### src/logic/expand_pkg.sv
/* Expand 1x1 shared definitions */
package expand_pkg;

	////////////////////////////////////////////////////////////
	// Sizes
	////////////////////////////////////////////////////////////
	localparam int DATA_W    = 16;
	localparam int ACC_W     = 32;
	localparam int CHIN_NUM  = 16;
	localparam int LANE_NUM  = 8;
	localparam int PIXEL_NUM = 16;
	localparam int ADDR_W    = $clog2(CHIN_NUM);
	// Slot counter also covers the gap cycle
	localparam int SLOT_W    = $clog2(CHIN_NUM + 1);
	localparam int PIX_W     = $clog2(PIXEL_NUM + 1);
	// Requant window of the Q-format sum
	localparam int Q_LSB     = 14;
	localparam int Q_MSB     = Q_LSB + DATA_W - 2;

	////////////////////////////////////////////////////////////
	// Types
	////////////////////////////////////////////////////////////
	typedef logic signed [DATA_W-1:0] data_t;
	typedef logic signed [ACC_W-1:0]  acc_t;

	typedef struct packed {
		logic fire2_en;
		logic fire3_en;
	} layer_req_t;

	// Element selects keep the signed element type
	typedef data_t [LANE_NUM-1:0]             kern_vec_t;
	typedef acc_t  [LANE_NUM-1:0]             bias_vec_t;
	typedef acc_t  [LANE_NUM-1:0]             acc_vec_t;
	typedef logic  [LANE_NUM-1:0][DATA_W-1:0] ofm_vec_t;

	////////////////////////////////////////////////////////////
	// Parameter formulas
	////////////////////////////////////////////////////////////
	// Kernel pattern, spans about -135 to +135
	function automatic data_t layer_weight(input int layer, input int ch, input int lane);
		int w;
		w = ((ch * 7 + lane * 13 + layer * 5) % 31) - 15;
		return data_t'(w * 9);
	endfunction

	// Bias ramps across lanes, shifted per layer
	function automatic acc_t layer_bias(input int layer, input int lane);
		int b;
		b = (lane * 3 + layer * 4 - 10) * 1024;
		return acc_t'(b);
	endfunction

endpackage

### src/logic/expand_param_rom.sv
/* Kernel and bias ROM */
`timescale 1ns/1ns

module expand_param_rom (
	input  logic                          clk,
	input  logic                          layer_sel_i,
	input  logic [expand_pkg::ADDR_W-1:0] addr_i,
	output expand_pkg::kern_vec_t         kern_o,
	output expand_pkg::bias_vec_t         bias_o
);

	// Index 0 is fire2, index 1 is fire3
	expand_pkg::kern_vec_t kern_tab [2][expand_pkg::CHIN_NUM];
	expand_pkg::bias_vec_t bias_tab [2];

	////////////////////////////////////////////////////////////
	// Constant tables
	////////////////////////////////////////////////////////////
	for (genvar g_l = 0; g_l < 2; g_l++) begin : g_layer
		for (genvar g_n = 0; g_n < expand_pkg::LANE_NUM; g_n++) begin : g_bias
			// One bias per lane, no channel dependence
			assign bias_tab[g_l][g_n] = expand_pkg::layer_bias(g_l, g_n);
		end
		for (genvar g_c = 0; g_c < expand_pkg::CHIN_NUM; g_c++) begin : g_chan
			for (genvar g_n = 0; g_n < expand_pkg::LANE_NUM; g_n++) begin : g_kern
				// Kernel of lane g_n for input channel g_c
				assign kern_tab[g_l][g_c][g_n] =
					expand_pkg::layer_weight(g_l, g_c, g_n);
			end
		end
	end

	////////////////////////////////////////////////////////////
	// Registered read
	////////////////////////////////////////////////////////////
	// One cycle latency, the top delays the pixel to match
	always_ff @(posedge clk) begin
		kern_o <= kern_tab[layer_sel_i][addr_i];
		// Bias follows the layer only
		bias_o <= bias_tab[layer_sel_i];
	end

endmodule

### config.mk
export PLATFORM = sky130hd
export DESIGN_NAME = expand_param_rom
export DESIGN_NICKNAME = d
export VERILOG_FILES = /design/src/logic/expand_pkg.sv /design/src/logic/expand_param_rom.sv
export SDC_FILE = /design/constraint.sdc
export NUM_CORES = 1
export LEC_CHECK = 0
export ABC_CLOCK_PERIOD_IN_PS = 2750
export BUFFER_PORTS_ARGS = -buffer_cell sky130_fd_sc_hd__buf_2
export CORE_AREA = 2 2 152 154
export DETAILED_ROUTE_END_ITERATION = 6
export DIE_AREA = 0 0 154 156
export SLEW_MARGIN = 30
export SYNTH_ARGS = -nofsm -noshare
export SYNTH_HDL_FRONTEND = slang
export SYNTH_SLANG_ARGS = --single-unit
### constraint.sdc
create_clock -name clk -period 2.75 [get_ports clk]
set_clock_uncertainty 0.1 [all_clocks]
set_input_delay 0.4125 -clock clk [delete_from_list [all_inputs] [get_ports clk]]
set_output_delay 0.4125 -clock clk [all_outputs]
set_load 0.01 [all_outputs]
==> run summary, run 1 <==
The flow ran to the end, and the final reports show no timing, DRC or antenna violations. Walking the worst path, the cells encountered are buf_2, inv_1, ha_1, and2_0, o311ai_0, nand3_1. The area growth from synthesis to layout is -1.028%.

The horizontal extent of the die is approximately 150 µm. The fraction of final layout cells with drive strength greater than 1 is a little over a quarter. The die is 156 µm tall. The number of inserted diodes came out at 0. Buffers inserted during clock tree synthesis total 9. The filler cell count in the final layout came out at 2,474. The number of pins exceeding their max-slew limit in the final report came out at 0.

Entering global routing, the biggest net connects just over 60 pins. Data on the critical path is required at its endpoint by 2860 ps. The placement row count is 55. The first-pass detailed-route iteration total came out at 5. In the final layout, the multi-input gates occupy about 3200 µm².

The largest voltage drop on the vdd net came out at approximately 290 µV. The number of warnings reported in the yosys synthesis log is 0. The initial utilization of the core area, before any placement, comes to approximately 29%.

Yosys attributes the largest share of cell area to sky130_fd_sc_hd__buf_4, sky130_fd_sc_hd__dfxtp_1, sky130_fd_sc_hd__ha_1. The cell internal power dissipation is 2.369 mW. The final-layout setup total negative slack is 0 ps. The clock-pin slew on the worst setup and hold paths came out at 60 ps. The hold buffer count at cts came out at 0. After technology mapping, the gate count stands at 810. The die covers 24,020 µm².

The sequential group share of total power is a little over a third. After detailed routing, the average wire length per cell comes to 16.46 µm. For hold timing, the worst endpoint is kern_o[39].

For the pin with the worst max-slew slack, the measured transition is 679.3 ps. The worst setup path is launched from an input pin. Dividing the synthesized area by the synthesized cell count gives 8.113 µm². The buffer depth of the longest clock path is 2. By startpoint and endpoint, the worst setup path is classified as in -> reg.

The TritonCTS clock tree is built. The area fraction of the dominant cell type after synthesis is a little over a third. The initial antenna violation count was 0. The number of global-route vias before repair came out at 4,288. After detailed routing, the number of remaining DRC violations is 0.

Gates resized during post-CTS repair numbered 0. The total of max-cap violations came out at 0. The final cycle utilization of the critical path is 77.21%. The most common cell in the netlist is sky130_fd_sc_hd__buf_4. Based on the critical path, the design can be clocked at up to about 470 MHz.

The startpoint identified for the worst hold timing path is addr_i[0]. The leftover overflow at the end of global routing came out at 0. The data arrival at the endpoint of the critical path is between 2000 and 2500 ps. The remaining max-slew budget at the tightest pin came out at 54.62%. The final layout contains routed wiring with a total length of ~19,000 µm. The power share of the combinational group came out at just under 30%. The final weighted congestion of routability-driven global placement came out at slightly below 1.

The netlist uses 63 different library cells. The cell depth of the worst min-delay path came out at 3. After detailed routing, the number of vias per cell comes to between 4 and 5.

The worst hold path belongs to the class in -> reg. The clock period could shrink to 2123 ps. The synthesized design contains 0 enable-type register cells. The endpoint kind of the worst setup timing path is a flop. The number of routed nets with antenna violations came out at 0.

The maximum level of the CTS H-tree came out at 3. The clock network power share is between 30% and 40%. In this run the worst path has a maximum fanout of 14.

The post-synthesis register bit count came out at 74. The post-layout instance area came out at between 6000 and 7000 µm². The cell area after technology mapping is 6571 µm². The placeable core area came out at about 22,000 µm². The detailed router placed between 5k and 6k vias in this run.

The largest total area in the synthesized netlist belongs to sky130_fd_sc_hd__buf_4. The placed cell area is between 6000 and 7000 µm². In this run the static leakage power is approximately 3.2 nW. The final-report hold violation count is 0. The detailed router's first-iteration violation count came out at between 500 and 600. The register area is around 1500 µm². The quantity of I/O buffers inserted on ports is ~180. The net switching share of the total power came out at between 30 and 40%. The final net count came out at just under 900. Counting every sink on the clock net gives 74.

Dividing total power by cell area gives a power density of between 500 and 600 nW/µm². The slowest stage of the critical path belongs to the cell sky130_fd_sc_hd__ha_1. Global routing consumed, over all layers together, ~14% of the routing resources.

The power spent charging and discharging nets is 1.237 mW. Setup repair after global routing left no endpoint under its margin. In this run the post-CTS setup repair buffer count came out at 0. After legalization and detailed placement, the total HPWL measured around 14,000 µm.

The wire length of the first global-routing pass came out at ~27,000 µm. For this run, the register share of the synthesized area comes to a little under a quarter. The peak per-stage delay on the critical path is about 470 ps. For this run, the leading register cell type out of synthesis is sky130_fd_sc_hd__dfxtp_1. Setup violations remaining at the end of the flow were counted as 0. During I/O placement, the number of pins put on the boundary was just under 400. The commonest cells after synthesis are sky130_fd_sc_hd__buf_4, sky130_fd_sc_hd__dfxtp_1, sky130_fd_sc_hd__o21ai_0, sky130_fd_sc_hd__nor2_1, sky130_fd_sc_hd__a21oi_1. The fraction of registers with async set or reset after synthesis is 0%. The buffer cell driving the clock tree root is sky130_fd_sc_hd__clkbuf_16.
routing by layer:
layer | wire [µm] | vias to the layer above | global-route usage [%]
met5 | 0 | - | 0
met2 | 8821 | 431 | 23.28
met1 | 7869 | 2444 | 19.77
met4 | 331 | 0 | 4.272
li1 | - | 2370 | -
met3 | 2038 | 25 | 2.611
how the worst max path moves through the flow:
stage                           start           to  slack, ps  cells past startpoint
final                     layer_sel_i   kern_o[48]        630                      6
after global routing      layer_sel_i   kern_o[54]        510                      6
after CTS                 layer_sel_i   kern_o[54]        650                      6
after detailed placement  layer_sel_i   kern_o[48]        300                      6
after global placement    layer_sel_i   kern_o[54]        260                      6
after floorplan           layer_sel_i  kern_o[101]        250                      9
cell type report:
class	count	share of cell area, %
multi-input cells	568	49.08
flip-flops and latches	74	22.78
repair buffers	206	17.20
well taps	285	5.483
clock buffers	10	3.674
clock inverters	5	1.212
inverters	10	0.5771
cell families (layout without fill, tap and decap cells):
kind of cell	after synthesis	after routing	share of synthesized area, %
mux	13	13	2.190
simple gates	162	162	13.10
buf+inv	374	231	40.65
other cells	2	208	0.1143
flops	74	74	22.54
fa+ha+maj	15	15	2.856
xor+xnor	3	3	0.3999
compound gates	167	167	18.15
through the flow:
step	hold WS, ps	total power, mW	util [%]	setup WS, ps	cells
after CTS	394.7	3.630	29.08	654.0	1158
after global routing	436.8	3.781	29.08	509.0	1158
final	392.7	3.606	29.08	626.6	1158
after floorplan	340.2	2.311	-	246.5	1016
after detailed placement	709.2	2.341	27.66	301.8	1143
after global placement	709.2	2.347	27.66	263.6	1143
critical path: cells and delay by family:
kind / cells / cell delay, ps
buffers and inverters: 2 / 500
adders and majority gates: 1 / 470
and+or+nand+nor: 2 / 440
AOI/OAI and AO/OA: 1 / 390
flip-flops by register name, summed over array words and instances (netlist names):
register,flops
kern_o,72
bias_o,2
power groups by stage:
| stage | sequential, mW | clock, mW | combinational, mW |
|---|---|---|---|
| 6_report | 1.26 | 1.28 | 1.06 |
| 5_1_grt | 1.28 | 1.35 | 1.15 |
| 4_1_cts | 1.27 | 1.31 | 1.05 |
| 3_5_place_dp | 1.29 | 0 | 1.05 |
| 3_3_place_gp | 1.29 | 0 | 1.05 |
| 2_1_floorplan | 1.34 | 0 | 0.970 |
cell usage in the layout, fill, tap and decap left out, types with 16 or more instances in the layout:
master and n:
sky130_fd_sc_hd__conb_1 208, sky130_fd_sc_hd__nor2_1 29, sky130_fd_sc_hd__buf_2 181, sky130_fd_sc_hd__o21ai_0 32, sky130_fd_sc_hd__nand2b_1 25, sky130_fd_sc_hd__nand2_1 22
sky130_fd_sc_hd__nor2b_1 26, sky130_fd_sc_hd__a21oi_1 27, sky130_fd_sc_hd__buf_4 23, sky130_fd_sc_hd__dfxtp_1 74, sky130_fd_sc_hd__nor3_1 16
Note: power is estimated with default switching activity, not from simulation.
==> run 2: changes to the inputs <==
Settings changed: ABC_CLOCK_PERIOD_IN_PS 2750 to 2200.
Clock period 2.75 ns to 2.2 ns, I/O delays scaled along.
==> run 2 against run 1 <==
Sequential share of layout area shrank 0.89 points. Routed wire length shrank 0.61%. Die area unchanged. Non-clock buffer count is 26 higher. Cell area grew 4.1%. Final cell count increased by 2.4%. Power is 26% higher. Sequential cell count unchanged. Worst setup slack got worse by 290 ps. Global-route usage shrank 0.054 points. Worst hold slack worse by 150 ps. Largest cell class unchanged.
==> run summary, run 2 (synthesis gave the netlist of run 1 again) <==
The type of the setup path with the least slack is in -> reg. In the final layout, the registers with the most flip-flops are kern_o (72), bias_o (2). Traced cell by cell, the critical path runs through buf_2, inv_1, ha_1, and2_0, o311ai_0, o311ai_1. On the critical path, the stage with the largest delay is an instance of sky130_fd_sc_hd__o311ai_0. The power density of the placed cells came out at 670.4 nW/µm² (+21%). The number of vias in the routed layout came out at 5,263 (-0.13%). The post-CTS setup-driven buffer insertion count is 0 (unchanged). The clock-pin slew on the worst setup and hold paths is 60 ps (about the same). The quantity of I/O buffers inserted on ports was 181 (unchanged). The final-report hold violation count came out at 0 (unchanged). The remaining max-slew budget at the tightest pin is 63.37% (+8.7 points). Clock tree synthesis selected as its root buffer the cell sky130_fd_sc_hd__clkbuf_16. The final net count came to 916 (+2.9%).

The largest net degree at the start of global routing was 47 (-24%). Ranked by flip-flop count, first place goes to kern_o. Setup repair after global routing left no endpoint under its margin. The shortest period the worst path allows is 1862 ps. In the layout the commonest cells are sky130_fd_sc_hd__conb_1, sky130_fd_sc_hd__buf_2, sky130_fd_sc_hd__dfxtp_1. The number of global-route vias before repair came out at 4,253 (-0.82%). The initial antenna violation count was 2 (+2).

The detailed router's first-iteration violation count is 453 (-15%). The count of unresolved DRC violations after routing came out at 0 (unchanged). The area of the die came out at 24,020 µm² (unchanged).

The buffer depth of the longest clock path is 2 (unchanged). The wire length of the first global-routing pass is 26,410 µm (-0.88%). The final-layout setup total negative slack is 0 ps (unchanged). The placeable core area came to 22,370 µm² (unchanged). The die boundary height came out at 156 µm (unchanged). The run finished with clean final reports. The worst setup path is captured at a flop. The total power consumption of the routed design came out at 4.537 mW (+26%). The maximum level of the CTS H-tree was 3 (unchanged). The share of the core filled with cells in the final layout came out at 30.26% (+1.2 points). The horizontal extent of the die came out at 154 µm (unchanged). STA classifies the critical path startpoint as an input pin.

The initial core utilization is 29.38% (unchanged). The routed wire length came out at 18,940 µm (-0.61%). The number of flip-flops under the largest register name is 72 (unchanged). The fraction of final layout cells with drive strength greater than 1 came out at 29.00% (+2.3 points).

The area growth from synthesis to layout came out at 2.989%. The final number of setup-violating endpoints is 0 (unchanged). The final weighted congestion of routability-driven global placement is 0.9221 (-5.4%). The peak per-stage delay on the critical path came out at 460 ps (about the same). The largest voltage drop on the vdd net was 367.4 µV (+28%).

The startpoint of the tightest hold check path is layer_sel_i. The number of pins exceeding their max-slew limit in the final report was 0 (unchanged). The number of clock sinks was 74 (unchanged). After layout, the worst path uses between 80% and 90% of the clock period. The path with the worst hold slack has its endpoint at bias_o[204]. The maximum fanout count along the critical path came to 7 (-7). The total track usage came out at 14.42% (-0.054 points).

The I/O pin total is 390 (unchanged). The number of routed nets with antenna violations is 0 (unchanged). The total CTS buffers was 9 (unchanged).

The placed cell area is 6446 µm² (+4.2%). The data arrival at the endpoint of the critical path came out at 1970 ps (-260 ps). The hold buffer count at cts is 0 (unchanged). The worst hold path belongs to the class in -> reg.

The cell depth of the worst min-delay path came out at 2 (-1). The count of cells resized by post-cts repair came out at 0 (unchanged). The library cell used most frequently in the layout, excluding fill and tap cells, is sky130_fd_sc_hd__conb_1. The detailed-route vias per instance came out at 4.438 (-2.5%). The required arrival time at the worst endpoint was 2310 ps (-550 ps). The post-layout instance area came to 6768 µm² (+4.1%). The transition time of the tightest slew-check pin is 549.5 ps (-129.8 ps). The total of max-cap violations is 0 (unchanged). The placement row count came to 55 (unchanged). The leakage power summed over all cells was 3.362 nW (+4.7%). The final routed wire length divided by cell count came out at 15.97 µm (-3.0%). The leftover overflow at the end of global routing came out at 0 (unchanged). The HPWL reported at the end of detailed placement is 14,670 µm (+1.5%). TritonCTS built the clock tree. The first-pass detailed-route iteration total came out at 5 (unchanged). The fmax came out at 537.1 MHz.
==> run 2: changes by cell type in the layout (fill, tap and decap cells not counted), sizes merged <==
cell,before,now
diode,0,1
buf,206,232
clkinv,3,4
==> run 2: cell type report <==
cell class	count	area (µm²)
timing repair buffer	232	1376
clock inverter	6	80.08
clock buffer	10	239.0
inverter	10	37.54
tap	285	356.6
multi-input combinational	568	3194
sequential	74	1481
fill	2375	15600
antenna	1	2.502
==> run 2: stage by stage <==
stage                     setup WS (ps)  instances  hold WS, ps
after floorplan                   1.892       1016        257.7
after global placement            145.1       1169        609.0
after detailed placement          12.96       1169        604.2
after CTS                         351.2       1185        240.1
after global routing              225.1       1185        243.2
final                             338.1       1186        247.1
==> run 2: worst max path at each step <==
stage | start | endpoint | slack [ps] | depth (start not counted)
6_report | layer_sel_i | kern_o[54] | 340 | 6
2_1_floorplan | layer_sel_i | kern_o[80] | 2 | 10
3_3_place_gp | layer_sel_i | kern_o[101] | 150 | 6
5_1_grt | layer_sel_i | kern_o[54] | 230 | 6
3_5_place_dp | layer_sel_i | kern_o[54] | 10 | 6
4_1_cts | layer_sel_i | kern_o[54] | 350 | 6
==> run 2: where the power goes <==
part | switching (mW) | total, mW | internal (mW)
registers | 0.0743 | 1.57 | 1.50
clock network | 0.574 | 1.59 | 1.01
logic | 0.887 | 1.38 | 0.491
==> run 2: routing by layer <==
layer	track usage (%)	vias up	wire [µm]
li1	-	2427	-
met1	19.50	2436	8025
met2	23.51	377	8799
met3	2.528	21	1844
met4	4.228	2	260
met5	0	-	13
==> run 2: critical path, delay by kind of cell <==
kind | cells | cell delay (ps)
adder cells (fa/ha/maj) | 1 | 340
buffers and inverters | 2 | 360
AND/OR/NAND/NOR | 1 | 290
AO/OA/AOI/OAI | 2 | 640
==> run 3: changes to the inputs <==
Settings changed: ABC_CLOCK_PERIOD_IN_PS 2200 to 1800.
Clock period 2.2 ns to 1.8 ns, I/O delays scaled along.
==> run 3 against run 2 <==
Non-clock buffer count up 32. Highest routed layer unchanged. Global-route usage increased by 0.17 points. Count of clock-buffer cells in the layout decreased by 1. Worst hold slack worse by 1.7 ps. Final cell count up 2.6%. Critical path type unchanged. Largest power group unchanged.
==> run summary, run 3 (synthesis gave the netlist of run 1 again) <==
The placeable core area is 22,370 µm² (unchanged). The largest voltage drop on the vdd net came to 478.7 µV (+30%). The cell depth of the worst min-delay path came to 2 (unchanged). The number of pins exceeding their max-slew limit in the final report is 0 (unchanged). Setup repair after global routing left no endpoint under its margin. The post-CTS setup-driven buffer insertion count is 0 (unchanged). The maximum level of the CTS H-tree is 3 (unchanged).

The total of max-cap violations came out at 0 (unchanged). The fraction of final layout cells with drive strength greater than 1 is 31.97% (+3.0 points). The hold buffer count at cts came out at 0 (unchanged).

The data arrival at the endpoint of the critical path is 1680 ps (-290 ps). The horizontal extent of the die was 154 µm (unchanged). The first-pass detailed-route iteration total came out at 4 (-1). The power density of the placed cells is 824.1 nW/µm² (+23%). The most frequent standard cell in the layout excluding fill and tap cells is sky130_fd_sc_hd__conb_1. The maximum fanout count along the critical path is 9 (+2). The post-layout instance area came to 7056 µm² (+4.3%). The number of inserted diodes came out at 0 (-1). The final net count is 948 (+3.5%).

The number of clock sinks was 74 (unchanged). The final hold slack was 245.5 ps (-1.671 ps). The share of the core filled with cells in the final layout is 31.55% (+1.3 points). The layer flagged by global routing as most heavily used is met2. The endpoint kind of the worst setup timing path is a flop. The number of global-route vias before repair came out at 4,536 (+6.7%). The number of cells after detailed placement came to 1,201 (+2.7%).

The fmax came out at about 640 MHz. More flip-flops sit in one register than any other, and that register is kern_o. The total power consumption of the routed design is 5.814 mW (+28%). The count of unresolved DRC violations after routing was 0 (unchanged). The detailed router's first-iteration violation count is 369 (-19%). The final routed wire length divided by cell count came out at 15.62 µm (-2.2%). The largest registers in the layout are kern_o (72), bias_o (2).

The met2 capacity usage during global routing is 24.04% (+0.53 points). The type of origin of the critical path is an input pin. The area growth from synthesis to layout is 7.369%. The required arrival time at the worst endpoint came to 1910 ps (-400 ps). The placement row count is 55 (unchanged).

The flow ran to the end, and the final reports show no timing, DRC or antenna violations. The number of flip-flops under the largest register name is 72 (unchanged). The filler cell count in the final layout is 2,392 (+0.72%). The die boundary height is 156 µm (unchanged). The number of routed nets with antenna violations is 0 (unchanged). The largest net degree at the start of global routing is 43 (-8.5%). The total track usage is 14.59% (+0.17 points). The top cell types in the final layout, fill and taps aside, are sky130_fd_sc_hd__conb_1, sky130_fd_sc_hd__buf_2, sky130_fd_sc_hd__buf_4. The leakage power summed over all cells came out at 3.518 nW (+4.6%). The shortest period the worst path allows came out at roughly 1600 ps. The buffer cell driving the clock tree root is sky130_fd_sc_hd__clkbuf_16.

The final weighted congestion of routability-driven global placement came out at 0.9274 (+0.57%). The type of the setup path with the least slack is in -> reg. The placed cell area is 6706 µm² (+4.0%). The initial antenna violation count is 1 (-1). The detailed-route vias per instance came out at 4.487 (+1.1%).

The clock-pin slew on the worst setup and hold paths is 70 ps (about the same). The final number of setup-violating endpoints is 0 (unchanged). TritonCTS built the clock tree. The pre-CTS setup slack was -95.62 ps (-108.6 ps).

The final standard cell count with taps included and fillers excluded is 1,217 (+2.6%). The final-report hold violation count came out at 0 (unchanged). The count of cells resized by post-cts repair is 0 (unchanged). The final-layout setup total negative slack is 0 ps (unchanged). The path class of the tightest hold or removal check is in -> reg.

The area of the die came out at 24,020 µm² (unchanged). The HPWL reported at the end of detailed placement is 14,890 µm (+1.5%). The wire length of the first global-routing pass is 27,050 µm (+2.4%). The remaining max-slew budget at the tightest pin is 66.57% (+3.2 points). The quantity of I/O buffers inserted on ports is 181 (unchanged). The met1 usage in global routing came out at 18.53% (-0.97 points).

The worst setup slack after layout was 229.1 ps (-109.1 ps). The initial core utilization is 29.38% (unchanged). Of the available clock period, the critical path in the final layout requires 87.27%. The leftover overflow at the end of global routing came out at 0 (unchanged). The I/O pin total is 390 (unchanged). The total CTS buffers is 9 (unchanged). The number of vias in the routed layout came to 5,461 (+3.8%). The routed wire length is 19,000 µm (+0.32%). The transition time of the tightest slew-check pin is 500.4 ps (-49.15 ps).

The buffer depth of the longest clock path came out at 2 (unchanged). The fraction of met3 tracks used by global routing came out at 3.667% (+1.1 points).
==> run 3: changes by cell type in the layout (fill, tap and decap cells not counted), sizes merged <==
| cell | previous run | this run |
|---|---|---|
| bufinv | 2 | 3 |
| inv | 10 | 12 |
| diode | 1 | 0 |
| clkinv | 4 | 1 |
| clkinvlp | 0 | 1 |
| clkbuf | 10 | 9 |
| buf | 232 | 264 |
==> run 3: metal layers <==
layer  wire length, µm  part of all wire, %
met3              1992                   10
met5                13                0.068
met2              8808                   46
met4               433                  2.3
met1              7756                   41
==> run 3: path summary, 6_finish.rpt <==
path / endpoint / from / slack [ps]
min: bias_o[204] / layer_sel_i / 250
max: kern_o[96] / addr_i[0] / 230
==> run 3: cell type report <==
| class | instances | area [µm²] | share of cell area [%] |
|---|---|---|---|
| clock buffer | 9 | 225.2 | 3.192 |
| clock inverter | 7 | 123.9 | 1.756 |
| timing repair buffer | 264 | 1592 | 22.56 |
| sequential | 74 | 1481 | 21.00 |
| multi-input combinational | 568 | 3232 | 45.81 |
| tap | 285 | 356.6 | 5.054 |
| inverter | 10 | 45.04 | 0.6384 |
==> run 3: report_power, final <==
group / internal, mW / leakage (nW) / switching (mW)
combinational: 0.658 / 2.73 / 1.11
clock: 1.37 / 0.167 / 0.770
sequential: 1.83 / 0.624 / 0.0844
total: 3.85 / 3.52 / 1.96
==> run 3: critical path: stages <==
cell and delay, ps:
sky130_fd_sc_hd__buf_2 140, sky130_fd_sc_hd__buf_4 150, sky130_fd_sc_hd__ha_1 310, sky130_fd_sc_hd__buf_4 220, sky130_fd_sc_hd__mux2_2 280, sky130_fd_sc_hd__a32oi_1 180, sky130_fd_sc_hd__nand3_1 120
